**config.mk**
```make
export PLATFORM = sky130hd
export DESIGN_NAME = opnbCore
export DESIGN_NICKNAME = d
export VERILOG_FILES = /design/src/source/opnbRegPkg.sv /design/src/source/opnbBusPkg.sv /design/src/source/opnbCore.sv /design/src/source/ssgTone.sv /design/src/source/timerUnit.sv /design/src/source/regFile.sv /design/src/source/cpuPort.sv
export VERILOG_INCLUDE_DIRS = /design/src /design/src/source
export SDC_FILE = /design/constraint.sdc
export NUM_CORES = 1
export LEC_CHECK = 0
export ABC_AREA = 1
export BUFFER_PORTS_ARGS = -buffer_cell sky130_fd_sc_hd__buf_2
export CORE_ASPECT_RATIO = 0.75
export CORE_MARGIN = 2
export CORE_UTILIZATION = 57
export DETAILED_ROUTE_END_ITERATION = 8
export PLACE_DENSITY = 0.77
export RECOVER_POWER = 50
export SETUP_SLACK_MARGIN = 0.5
export SYNTH_ARGS = -nofsm -noshare
export SYNTH_HDL_FRONTEND = slang
export SYNTH_SLANG_ARGS = --single-unit
```
**constraint.sdc**
```tcl
create_clock -name PHI_S -period 2.55 [get_ports PHI_S]
set_input_delay 0.51 -clock PHI_S [delete_from_list [all_inputs] [get_ports PHI_S]]
set_output_delay 0.51 -clock PHI_S [all_outputs]
set_load 0.1 [all_outputs]
```
**src/source/opnb_macros.svh**
```systemverilog
`ifndef OPNB_MACROS_SVH
`define OPNB_MACROS_SVH

`define OPNB_BUSY_CYCLES      8
`define OPNB_TIMER_PRESCALE   4
`define OPNB_TIMERB_DIV       16
`define OPNB_SSG_PRESCALE     2

// Register map, bank A
`define OPNB_REG_TONE_A_LO    8'h00
`define OPNB_REG_TONE_A_HI    8'h01
`define OPNB_REG_TONE_B_LO    8'h02
`define OPNB_REG_TONE_B_HI    8'h03
`define OPNB_REG_TONE_C_LO    8'h04
`define OPNB_REG_TONE_C_HI    8'h05
`define OPNB_REG_MIXER        8'h07
`define OPNB_REG_VOL_A        8'h08
`define OPNB_REG_VOL_B        8'h09
`define OPNB_REG_VOL_C        8'h0A
`define OPNB_REG_TIMER_A_HI   8'h24
`define OPNB_REG_TIMER_A_LO   8'h25
`define OPNB_REG_TIMER_B      8'h26
`define OPNB_REG_TIMER_CTRL   8'h27

`endif
```
**src/source/opnbRegPkg.sv**
```systemverilog
`default_nettype none

package opnbRegPkg;

	typedef logic [7:0]  regAddr_t;
	typedef logic [11:0] tonePeriod_t;
	typedef logic [3:0]  volume_t;
	typedef logic [9:0]  timerALoad_t;
	typedef logic [7:0]  timerBLoad_t;
	typedef logic [5:0]  anaLevel_t;

	// Index 0 is channel A
	typedef struct packed {
		tonePeriod_t [2:0] period;
		logic [2:0]        toneOff;
		volume_t [2:0]     volume;
	} ssgConfig_t;

	typedef struct packed {
		timerALoad_t loadA;
		timerBLoad_t loadB;
		logic        runA;
		logic        runB;
		logic        irqEnA;
		logic        irqEnB;
	} timerConfig_t;

	typedef struct packed {
		logic clearA;
		logic clearB;
	} timerCmd_t;

endpackage

`default_nettype wire

```
**src/source/opnbBusPkg.sv**
```systemverilog
`default_nettype none

package opnbBusPkg;

	// Bit 0 selects data, bit 1 selects bank B
	typedef logic [1:0] portSel_t;

	typedef logic [7:0] busData_t;

	// Write as captured from the host bus
	typedef struct packed {
		logic     valid;
		portSel_t sel;
		busData_t data;
	} cpuWrite_t;

	typedef enum logic {
		portIdle,
		portBusy
	} portState_t;

endpackage

`default_nettype wire

```
**src/source/opnbCore.sv**
```systemverilog
`timescale 1ns/10ps
`default_nettype none

module opnbCore (
	input  wire logic                  PHI_S,
	input  wire logic                  nRESET,
	input  wire logic                  nCs,
	input  wire logic                  nWr,
	input  wire logic                  nRd,
	input  wire opnbBusPkg::portSel_t  addr,
	input  wire opnbBusPkg::busData_t  dataIn,
	output opnbBusPkg::busData_t       dataOut,
	output logic                       dataDrive,
	output logic                       nIrq,
	output opnbRegPkg::anaLevel_t      ana
);
	import opnbBusPkg::*;
	import opnbRegPkg::*;

	cpuWrite_t regWrite;
	ssgConfig_t ssgCfg;
	timerConfig_t timerCfg;
	timerCmd_t timerCmd;
	logic [1:0] flags;

	cpuPort u_cpuPort (
		.PHI_S(PHI_S),
		.nRESET(nRESET),
		.nCs(nCs),
		.nWr(nWr),
		.nRd(nRd),
		.addr(addr),
		.dataIn(dataIn),
		.flags(flags),
		.dataOut(dataOut),
		.dataDrive(dataDrive),
		.regWrite(regWrite)
	);

	regFile u_regFile (
		.PHI_S(PHI_S),
		.nRESET(nRESET),
		.regWrite(regWrite),
		.ssgCfg(ssgCfg),
		.timerCfg(timerCfg),
		.timerCmd(timerCmd)
	);

	timerUnit u_timerUnit (
		.PHI_S(PHI_S),
		.nRESET(nRESET),
		.timerCfg(timerCfg),
		.timerCmd(timerCmd),
		.flags(flags),
		.nIrq(nIrq)
	);

	ssgTone u_ssgTone (
		.PHI_S(PHI_S),
		.nRESET(nRESET),
		.ssgCfg(ssgCfg),
		.ana(ana)
	);

endmodule

`default_nettype wire

```
**src/source/ssgTone.sv**
```systemverilog
`timescale 1ns/10ps
`default_nettype none
`include "opnb_macros.svh"

module ssgTone (
	input  wire logic                    PHI_S,
	input  wire logic                    nRESET,
	input  wire opnbRegPkg::ssgConfig_t  ssgCfg,
	output opnbRegPkg::anaLevel_t        ana
);
	import opnbRegPkg::*;

	localparam int Prescale = `OPNB_SSG_PRESCALE;
	localparam int PreW = (Prescale > 1) ? $clog2(Prescale) : 1;

	logic [PreW-1:0] preCount;
	logic stepEn;
	tonePeriod_t [2:0] toneCount;
	logic [2:0] toneBit;
	anaLevel_t mixSum;

	// Period 0 behaves like period 1
	function automatic tonePeriod_t reloadOf(input tonePeriod_t period);
		return (period == '0) ? '0 : period - 1'b1;
	endfunction

	assign stepEn = (preCount == PreW'(Prescale - 1));

	always_ff @(posedge PHI_S or negedge nRESET)
	begin
		if (!nRESET)
		begin
			preCount <= '0;
			toneCount <= '0;
			toneBit <= '0;
		end
		else
		begin
			preCount <= stepEn ? '0 : preCount + 1'b1;
			if (stepEn)
			begin
				for (int i = 0; i < 3; i++)
				begin
					if (toneCount[i] == '0)
					begin
						toneCount[i] <= reloadOf(ssgCfg.period[i]);
						toneBit[i] <= ~toneBit[i];
					end
					else
						toneCount[i] <= toneCount[i] - 1'b1;
				end
			end
		end
	end

	// Masked channel contributes its full volume
	always_comb
	begin
		mixSum = '0;
		for (int i = 0; i < 3; i++)
			if (toneBit[i] || ssgCfg.toneOff[i])
				mixSum = mixSum + anaLevel_t'(ssgCfg.volume[i]);
	end

	always_ff @(posedge PHI_S or negedge nRESET)
	begin
		if (!nRESET)
			ana <= '0;
		else
			ana <= mixSum;
	end

endmodule

`default_nettype wire

```
**src/source/timerUnit.sv**
```systemverilog
`timescale 1ns/10ps
`default_nettype none
`include "opnb_macros.svh"

module timerUnit (
	input  wire logic                      PHI_S,
	input  wire logic                      nRESET,
	input  wire opnbRegPkg::timerConfig_t  timerCfg,
	input  wire opnbRegPkg::timerCmd_t     timerCmd,
	output logic [1:0]                     flags,
	output logic                           nIrq
);
	import opnbRegPkg::*;

	localparam int Prescale = `OPNB_TIMER_PRESCALE;
	localparam int TimerBDiv = `OPNB_TIMERB_DIV;
	localparam int PreW = (Prescale > 1) ? $clog2(Prescale) : 1;
	localparam int DivW = (TimerBDiv > 1) ? $clog2(TimerBDiv) : 1;

	logic [PreW-1:0] preCount;
	logic [DivW-1:0] divCount;
	logic tickA;
	logic tickB;
	timerALoad_t countA;
	timerBLoad_t countB;
	logic overflowA;
	logic overflowB;

	assign tickA = (preCount == PreW'(Prescale - 1));
	assign tickB = tickA && (divCount == DivW'(TimerBDiv - 1));
	assign overflowA = timerCfg.runA && tickA && (countA == '1);
	assign overflowB = timerCfg.runB && tickB && (countB == '1);

	always_ff @(posedge PHI_S or negedge nRESET)
	begin
		if (!nRESET)
		begin
			preCount <= '0;
			divCount <= '0;
			countA <= '0;
			countB <= '0;
		end
		else
		begin
			preCount <= tickA ? '0 : preCount + 1'b1;
			// Stopped counters sit on their load value
			if (!timerCfg.runA)
				countA <= timerCfg.loadA;
			else if (tickA)
				countA <= (countA == '1) ? timerCfg.loadA : countA + 1'b1;
			if (!timerCfg.runB)
			begin
				divCount <= '0;
				countB <= timerCfg.loadB;
			end
			else if (tickA)
			begin
				divCount <= tickB ? '0 : divCount + 1'b1;
				if (tickB)
					countB <= (countB == '1) ? timerCfg.loadB : countB + 1'b1;
			end
		end
	end

	// Overflow wins over a clear in the same cycle
	always_ff @(posedge PHI_S or negedge nRESET)
	begin
		if (!nRESET)
			flags <= '0;
		else
		begin
			if (overflowA && timerCfg.irqEnA)
				flags[0] <= 1'b1;
			else if (timerCmd.clearA)
				flags[0] <= 1'b0;
			if (overflowB && timerCfg.irqEnB)
				flags[1] <= 1'b1;
			else if (timerCmd.clearB)
				flags[1] <= 1'b0;
		end
	end

	assign nIrq = !(|flags);

	// Interrupt stays asserted until a clear strobe
	irqHold: assert property (@(posedge PHI_S) disable iff (!nRESET)
		(!nIrq && !(|timerCmd)) |=> !nIrq)
		else $error("[ERROR] nIrq released without a clear strobe, flags %h", flags);

endmodule

`default_nettype wire

```
**src/source/regFile.sv**
```systemverilog
`timescale 1ns/10ps
`default_nettype none
`include "opnb_macros.svh"

module regFile (
	input  wire logic                   PHI_S,
	input  wire logic                   nRESET,
	input  wire opnbBusPkg::cpuWrite_t  regWrite,
	output opnbRegPkg::ssgConfig_t      ssgCfg,
	output opnbRegPkg::timerConfig_t    timerCfg,
	output opnbRegPkg::timerCmd_t       timerCmd
);
	import opnbRegPkg::*;

	regAddr_t addrLatch;

	always_ff @(posedge PHI_S or negedge nRESET)
	begin
		if (!nRESET)
		begin
			addrLatch <= '0;
			ssgCfg <= '0;
			timerCfg <= '0;
			timerCmd <= '0;
		end
		else
		begin
			// Flag resets are strobes, never stored
			timerCmd <= '0;
			if (regWrite.valid)
			begin
				if (!regWrite.sel[0])
					addrLatch <= regAddr_t'(regWrite.data);
				else if (!regWrite.sel[1])
				begin
					case (addrLatch)
						`OPNB_REG_TONE_A_LO: ssgCfg.period[0][7:0] <= regWrite.data;
						`OPNB_REG_TONE_A_HI: ssgCfg.period[0][11:8] <= regWrite.data[3:0];
						`OPNB_REG_TONE_B_LO: ssgCfg.period[1][7:0] <= regWrite.data;
						`OPNB_REG_TONE_B_HI: ssgCfg.period[1][11:8] <= regWrite.data[3:0];
						`OPNB_REG_TONE_C_LO: ssgCfg.period[2][7:0] <= regWrite.data;
						`OPNB_REG_TONE_C_HI: ssgCfg.period[2][11:8] <= regWrite.data[3:0];
						`OPNB_REG_MIXER:     ssgCfg.toneOff <= regWrite.data[2:0];
						`OPNB_REG_VOL_A:     ssgCfg.volume[0] <= regWrite.data[3:0];
						`OPNB_REG_VOL_B:     ssgCfg.volume[1] <= regWrite.data[3:0];
						`OPNB_REG_VOL_C:     ssgCfg.volume[2] <= regWrite.data[3:0];
						`OPNB_REG_TIMER_A_HI: timerCfg.loadA[9:2] <= regWrite.data;
						`OPNB_REG_TIMER_A_LO: timerCfg.loadA[1:0] <= regWrite.data[1:0];
						`OPNB_REG_TIMER_B:   timerCfg.loadB <= regWrite.data;
						`OPNB_REG_TIMER_CTRL:
						begin
							timerCfg.runA <= regWrite.data[0];
							timerCfg.runB <= regWrite.data[1];
							timerCfg.irqEnA <= regWrite.data[2];
							timerCfg.irqEnB <= regWrite.data[3];
							timerCmd.clearA <= regWrite.data[4];
							timerCmd.clearB <= regWrite.data[5];
						end
						default:
							;
					endcase
				end
			end
		end
	end

	// Relies on the port presenting each write for one cycle only
	cmdPulse: assert property (@(posedge PHI_S) disable iff (!nRESET)
		(|timerCmd) |=> !(|timerCmd))
		else $error("[ERROR] timerCmd high for two cycles, value %h", timerCmd);

endmodule

`default_nettype wire

```
**src/source/cpuPort.sv**
```systemverilog
`timescale 1ns/10ps
`default_nettype none
`include "opnb_macros.svh"

module cpuPort (
	input  wire logic                  PHI_S,
	input  wire logic                  nRESET,
	input  wire logic                  nCs,
	input  wire logic                  nWr,
	input  wire logic                  nRd,
	input  wire opnbBusPkg::portSel_t  addr,
	input  wire opnbBusPkg::busData_t  dataIn,
	input  wire logic [1:0]            flags,
	output opnbBusPkg::busData_t       dataOut,
	output logic                       dataDrive,
	output opnbBusPkg::cpuWrite_t      regWrite
);
	import opnbBusPkg::*;

	localparam int BusyCycles = `OPNB_BUSY_CYCLES;
	localparam int CountW = (BusyCycles > 1) ? $clog2(BusyCycles) : 1;

	typedef logic [CountW-1:0] busyCount_t;

	portState_t state;
	busyCount_t busyCount;
	cpuWrite_t captured;
	logic busy;
	logic writeReq;

	assign busy = (state == portBusy);
	assign writeReq = !nCs && !nWr && !busy;

	// Busy window, one accepted write each
	always_ff @(posedge PHI_S or negedge nRESET)
	begin
		if (!nRESET)
		begin
			state <= portIdle;
			busyCount <= '0;
		end
		else
		begin
			case (state)
				portIdle:
					if (writeReq)
					begin
						state <= portBusy;
						busyCount <= busyCount_t'(BusyCycles - 1);
					end
				portBusy:
					if (busyCount == '0)
						state <= portIdle;
					else
						busyCount <= busyCount - 1'b1;
				default:
					state <= portIdle;
			endcase
		end
	end

	// Capture, then hand over one cycle later
	always_ff @(posedge PHI_S or negedge nRESET)
	begin
		if (!nRESET)
		begin
			captured <= '0;
			regWrite <= '0;
		end
		else
		begin
			captured.valid <= writeReq;
			if (writeReq)
			begin
				captured.sel <= addr;
				captured.data <= dataIn;
			end
			regWrite <= captured;
		end
	end

	// Status byte, same for every port value
	assign dataDrive = !nCs && !nRd;
	assign dataOut = {busy, 5'b00000, flags};

	busyLength: assert property (@(posedge PHI_S) disable iff (!nRESET)
		$rose(busy) |-> ##[1:BusyCycles] !busy)
		else $error("[ERROR] busy high longer than %0d cycles", BusyCycles);

endmodule

`default_nettype wire

```
==> run_results.csv, run 1 <==
group,metric,value,unit
floorplan,die-width,157,um
critical_path,end_kind,"flop",
synth,synth_warnings,0,
timing,finClkSkew,10.6,ps
global_route,grt_pass1_vias,7775,
timing,fin_crit_sh,96.4,%
global_route,antenna_found_initial,0,
synth,synth_area,0.00995,sq mm
power_and_ir_drop,power.leakage,5.51,nW
final_layout,nets,1360,
final_layout,antenna_cells,0,
timing,maxSlewViolCount,0,
timing,worst_pin_slew,1130,ps
synth,yosys.area.top_type,"dfrtp_1",
power_and_ir_drop,powerDensity,1010,mW/mm^2
floorplan,dieArea,0.0185,sq mm
synth,synth_common_cells,"nand2_1, dfrtp_1, nor2_1, inv_1, nand3_1",
timing,setup_viol,0,
route,wire_per_inst,14.0,um
route,dr.pass1.iters,5,
timing,min_period,2460,ps
timing,fmax,407,MHz
clock_network,ctsRootBufferMaster,"clkbuf_16",
clock_network,cts_tree,"built",
synth,synthFlopType,"dfrtp_1",
clock_network,cts_made_buffers,17,
synth,ys_top_cells_by_area,"dfrtp_1, nand2_1, nor2_1",
global_route,grt_usage,25.0,%
route,wl,21.6,mm
synth,synth-edff-count,0,
clock_network,insertion_delay,450,ps
worst_hold_path,hold_class,"primary input to flop",
critical_path,worstSetupStartpointType,"flop",
clock_network,cts_max_level,4,
critical_path,r2r_slack,90,ps
place,gp_congestion,0.878,
route,drcViolationCount,0,
place,dp_hpwl,14.9,mm
final_layout,syn_to_final_growth,10.2,%
floorplan,pin_count,31,
critical_path,arrival,2800,ps
synth,synthArstFlopShare,100,%
clock_network,cts_sinks,181,
timing,hold_viol,0,
final_layout,drive_gt1_share,13.1,%
floorplan,start_util,58.8,%
floorplan,row_count,41,
final_layout,postLayoutCellArea,0.0110,sq mm
timing,hold_ws,253,ps
place,dpl_cell_area,0.0103,sq mm
global_route,grt_pass1_wl,37.2,mm
timing,maxSlewHeadroom,24.6,%
synth,yosysMostFrequentCell,"nand2_1",
critical_path,cp.required,2900,ps
flow_run,cap_violations,0,
clock_network,clockBufferDepth,2,
route,avgViaCountPerCell,5.35,
status,outcome,"completed",
floorplan,die_h,118,um
synth,syn_avg_cell_area,7.74,sq um
critical_path,critPathKind,"flop to flop",
critical_path,crit_path_max_fanout,4,
synth,synth.distinct_cells,47,
power_and_ir_drop,report.power.total,11.0,mW
synth,synth_top_area_share,45.5,%
clock_network,path_clk_slew,70,ps
floorplan,core_area,0.0169,sq mm
final_layout,finish.utilization,64.8,%
power_and_ir_drop,ir_worst_vdd,0.000603,V
route,ant_nets,0,
place,port_buffers,25,
route,vias,8289,
synth,synthCells,1286,
timing,rsz0062_at_grt,"yes",
route,dr.first_iter.drc_count,654,
global_route,overflow,0,
synth,ys_seq_area_share,45.5,%
synth,ys_ff_latch,181,
global_route,grt_max_degree,61,
==> final timing paths <==
kind | depth (start not counted) | endpoint | start
max in group asynchronous | 3 | u_ssgTone.toneCount[19]$_DFFE_PN0P_ | nRESET
worst min-delay path | 3 | u_cpuPort.captured[7]$_DFFE_PN0P_ | dataIn[7]
worst max register to register | 15 | u_ssgTone.ana[4]$_DFF_PN0_ | u_regFile.ssgCfg[12]$_DFFE_PN0P_
worst max-delay path | 15 | u_ssgTone.ana[4]$_DFF_PN0_ | u_regFile.ssgCfg[12]$_DFFE_PN0P_
min in group asynchronous | 2 | u_cpuPort.busyCount[0]$_DFFE_PN0P_ | nRESET
worst min register to register | 0 | u_cpuPort.regWrite[10]$_DFF_PN0_ | u_cpuPort.captured[10]$_DFF_PN0_
==> flip-flops by register name, summed over array words and instances, names as in the netlist, 2 cells and up <==
signal / flops
u_ssgTone.ana: 6
u_ssgTone.toneCount: 36
u_timerUnit.countA: 10
u_regFile.ssgCfg: 51
u_cpuPort.captured: 11
u_ssgTone.toneBit: 3
u_timerUnit.divCount: 4
u_cpuPort.regWrite: 11
u_regFile.timerCfg: 22
u_timerUnit.countB: 8
u_regFile.timerCmd: 2
u_timerUnit.flags: 2
u_timerUnit.preCount: 2
u_cpuPort.busyCount: 3
u_regFile.addrLatch: 8
==> routing by layer <==
layer,vias to the layer above,GRT usage (%),share of wire [%]
met5,-,0,0
met2,166,38.4,45
met1,3919,36.0,50
li1,4166,-,-
met4,0,7.05,1.6
met3,38,5.28,4.1
==> power breakdown <==
group | internal (mW) | switching (mW) | leakage [nW]
sequential | 3.56 | 0.622 | 2.39
combinational | 1.37 | 2.86 | 2.84
clock | 1.39 | 1.25 | 0.290
total | 6.32 | 4.73 | 5.51
==> worst max-delay path, cell delays in order, from the launching register on <==
cell and delay, ps:
dfrtp_1 400, nor2_2 80, nor2_2 130, ha_2 200
inv_2 40, fa_2 350, inv_2 90, xor2_2 170
a21boi_2 70, ha_1 300, inv_2 100, nor3_2 50
o21ai_1 190, inv_1 70, nand2_1 60, nand2_1 40
==> metrics by stage <==
stage               std cells  setup WS [ps]  setup TNS, ps
global placement         1504            230              0
detailed placement       1504            123              0
finish                   1549           92.4              0
floorplan                1290            338              0
CTS                      1545            167              0
global route             1549          -67.5          -87.6
==> cells in the final DEF (no fill, tap or decap), types with 3 or more instances in the layout <==
cell | Yosys | routed
a21oi_1 | 43 | 41
a22oi_1 | 6 | 6
a31oi_1 | 4 | 4
buf_2 | 3 | 24
buf_4 | 8 | 16
clkbuf_16 | 0 | 17
clkinv_4 | 0 | 4
conb_1 | 1 | 5
dfrtp_1 | 181 | 181
ha_1 | 22 | 21
inv_1 | 133 | 125
inv_2 | 3 | 11
inv_6 | 0 | 6
nand2_1 | 398 | 395
nand2_2 | 8 | 11
nand2_4 | 3 | 3
nand3_1 | 83 | 83
nand3b_1 | 5 | 5
nand4_1 | 8 | 8
nor2_1 | 139 | 135
nor2_2 | 15 | 18
nor2_4 | 2 | 3
nor3_1 | 8 | 7
nor3_2 | 2 | 3
o211ai_1 | 5 | 5
o21ai_0 | 75 | 69
o21ai_1 | 18 | 22
o21ai_2 | 31 | 32
o22ai_1 | 3 | 3
xnor2_1 | 12 | 12
xor2_1 | 23 | 22
==> repair_timing <==
action,4_1_cts,5_1_grt
pin swaps,13,11
gates resized for setup,9,5
gates cloned,0,0
hold buffers,1,0
endpoints found under the hold margin,20,0
endpoints found under the setup margin,5,7
buffers inserted,8,4
==> kinds of logic after synthesis <==
group,count (synthesis),share of synthesized area (%)
DFF,181,45.5
buffers and inverters,171,7.32
AOI/OAI and AO/OA,192,11.4
and+or+nand+nor,682,29.4
adders and majority gates,24,3.17
xor gates and xnor gates,35,3.08
other,1,0.0377
==> final cells by class <==
cell class	count	area, sq um
Fill cell	1412	5970
Inverter	138	518
Timing Repair Buffer	45	284
Sequential cell	181	4530
Tap cell	215	269
Multi-Input combinational cell	938	4770
Clock buffer	17	425
Clock inverter	15	161
Note: power is estimated with default switching activity, not from simulation.
==> run 2, diff against run 1 <==
--- a/config.mk
+++ b/config.mk
@@ -7,14 +7,14 @@
 export NUM_CORES = 1
 export LEC_CHECK = 0
 export ABC_AREA = 1
-export BUFFER_PORTS_ARGS = -buffer_cell sky130_fd_sc_hd__buf_2
 export CORE_ASPECT_RATIO = 0.75
 export CORE_MARGIN = 2
-export CORE_UTILIZATION = 57
+export CORE_UTILIZATION = 58
 export DETAILED_ROUTE_END_ITERATION = 8
-export PLACE_DENSITY = 0.77
+export DONT_BUFFER_PORTS = 1
+export PLACE_DENSITY = 0.76
 export RECOVER_POWER = 50
-export SETUP_SLACK_MARGIN = 0.5
+export SETUP_SLACK_MARGIN = 0.05
 export SYNTH_ARGS = -nofsm -noshare
 export SYNTH_HDL_FRONTEND = slang
 export SYNTH_SLANG_ARGS = --single-unit
==> run 2 against run 1 <==
- the run now ends with negative hold slack left
- critical path depth shrank 2
- sequential power rose by 4%
- count of clock-buffer cells in the layout rose by 2
- die area shrank 1.7%
- maximum frequency rose by 0.39%
- register-to-register slack barely moved
- worst setup slack better by 9.5 ps
- combinational power down 5.7%
- first-iteration DRC count shrank 1.7%
==> run_results.csv, run 2 (same netlist as run 1, synthesis figures left out) <==
group,metric,value,unit
status,outcome,"finished with violations",
final_layout,largest_register_ffs,51,
floorplan,die-width,155,um
route,ant_nets,0,
timing,worst_slack,102,ps
final_layout,drive_gt1_share,10.9,%
final_layout,register_area,0.00453,sq mm
final_layout,syn_to_final_growth,8.93,%
place,port_buffers,0,
critical_path,end_kind,"flop",
clock_network,ctsRootBufferMaster,"clkbuf_16",
timing,worst_pin_slew,897,ps
timing,min_period,2450,ps
timing,rsz0062_at_grt,"yes",
place,place_ws,-133,ps
place,gp_congestion,0.885,
place,dp_hpwl,14.5,mm
route,avgViaCountPerCell,5.41,
critical_path,r2r_start,"u_ssgTone.toneBit[0]$_DFFE_PN0P_",
critical_path,worstSetupStartpointType,"flop",
clock_network,cts_tree,"built",
global_route,grt_usage,25.2,%
floorplan,dieArea,0.0182,sq mm
final_layout,antenna_cells,0,
timing,hold_viol,181,
floorplan,core_area,0.0168,sq mm
worst_hold_path,hold_class,"primary input to async pin",
power_and_ir_drop,ir_worst_vdd,0.000635,V
timing,fin_crit_sh,96.0,%
critical_path,critPathKind,"flop to flop",
global_route,grt_max_degree,182,
route,vias,8206,
status,violations,"negative hold slack",
critical_path,critPathLaunch,"u_ssgTone.toneBit[0]$_DFFE_PN0P_",
final_layout,layout_common_cells,"nand2_1, dfrtp_1, nor2_1, inv_1, nand3_1",
route,wire_per_inst,14.2,um
final_layout,reg_top3,"u_regFile.ssgCfg (51), u_ssgTone.toneCount (36), u_regFile.timerCfg (22)",
route,drcViolationCount,0,
floorplan,pin_count,31,
route,dr.first_iter.drc_count,643,
global_route,antenna_found_initial,0,
global_route,grt_pass1_wl,37.0,mm
floorplan,start_util,59.1,%
global_route,grt_pass1_vias,7668,
floorplan,row_count,41,
final_layout,nets,1328,
route,wl,21.5,mm
global_route,overflow,0,
timing,tns,0,ps
timing,setup_viol,0,
final_layout,top_register,"u_regFile.ssgCfg",
clock_network,clockBufferDepth,2,
timing,maxSlewHeadroom,40.2,%
timing,fmax,408,MHz
final_layout,final_common_cell,"nand2_1",
final_layout,multiInputGateArea,0.00478,sq mm
flow_run,cap_violations,0,
timing,finClkSkew,11.9,ps
clock_network,cts_max_level,4,
power_and_ir_drop,power.leakage,5.38,nW
clock_network,cts_sinks,181,
final_layout,n_fill_cell,1476,
critical_path,crit_path_max_fanout,3,
floorplan,die_h,117,um
clock_network,cts_made_buffers,17,
timing,hold_ws,-233,ps
timing,maxSlewViolCount,0,
clock_network,path_clk_slew,70,ps
critical_path,cp.required,2860,ps
critical_path,arrival,2760,ps
route,dr.pass1.iters,6,
power_and_ir_drop,powerDensity,1030,mW/mm^2
clock_network,insertion_delay,440,ps
==> run 2: cell count changes in the layout (fill, tap and decap cells not counted), moves of 3 or more <==
cell / delta
clkinvlp_4: +3
buf_2: -24
clkinv_4: -3
inv_2: -3
bufinv_16: +3
inv_1: +3
inv_6: -3
buf_4: -4
==> run 2: layout make-up <==
type,instances,area share (%)
flip-flops and latches,181,41.8
clock inverters,13,1.79
inverters,138,4.78
multi-input cells,938,44.1
clock buffers,19,4.09
repair buffers,13,0.935
well taps,215,2.48
==> run 2: stage by stage <==
step | area [sq um] | total power [mW] | util, % | hold slack [ps] | std cells
finish | 10800 | 11.2 | 64.4 | -233 | 1517
CTS | 10800 | 11.1 | 63.9 | -246 | 1514
floorplan | 9970 | 7.36 | - | 214 | 1290
detailed placement | 10100 | 8.25 | 60.0 | 219 | 1482
global placement | 10100 | 8.14 | 60.0 | 220 | 1482
global route | 10800 | 12.0 | 64.4 | -250 | 1517
==> run 2: power breakdown <==
part / switching (mW) / internal [mW]
registers: 0.787 / 3.56
clock network: 1.16 / 1.68
logic: 2.65 / 1.34
==> run 2: routing by layer <==
layer | share of wire [%] | track usage (%) | vias to the layer above
met2 | 44 | 37.3 | 224
met4 | 1.3 | 6.59 | 0
met1 | 49 | 38.1 | 3850
met5 | 0 | 0 | -
met3 | 5.3 | 4.95 | 29
li1 | - | - | 4103
==> run 2: timing repair <==
| action | 4_1_cts | 5_1_grt |
|---|---|---|
| pin swaps | 4 | 13 |
| buffers inserted | 0 | 3 |
| resized for setup | 12 | 15 |
| endpoints found under the hold margin | 181 | 181 |
| setup endpoints to repair | 3 | 4 |
==> run 2: final timing paths <==
path | slack [ps] | depth (start not counted) | to
min in group PHI_S | 190 | 2 | u_cpuPort.captured[8]$_DFFE_PN0P_
min reg2reg | 370 | 0 | u_cpuPort.regWrite[10]$_DFF_PN0_
max in group asynchronous | 2510 | 0 | u_regFile.ssgCfg[15]$_DFFE_PN0P_
max | 100 | 13 | u_ssgTone.ana[3]$_DFF_PN0_
min | -230 | 0 | u_timerUnit.divCount[1]$_DFFE_PN0P_
max reg2reg | 100 | 13 | u_ssgTone.ana[3]$_DFF_PN0_
==> run 2: critical path, stage by stage, from the launching register on <==
cell     delay, ps
dfrtp_1        390
nor2_2          70
nor2_2         130
ha_2           210
inv_2           40
fa_2           520
o21ai_2         70
buf_6          150
ha_4           250
a21oi_2         50
o21ai_2        150
a21oi_1         80
o21ai_1        120
nand2_1         90
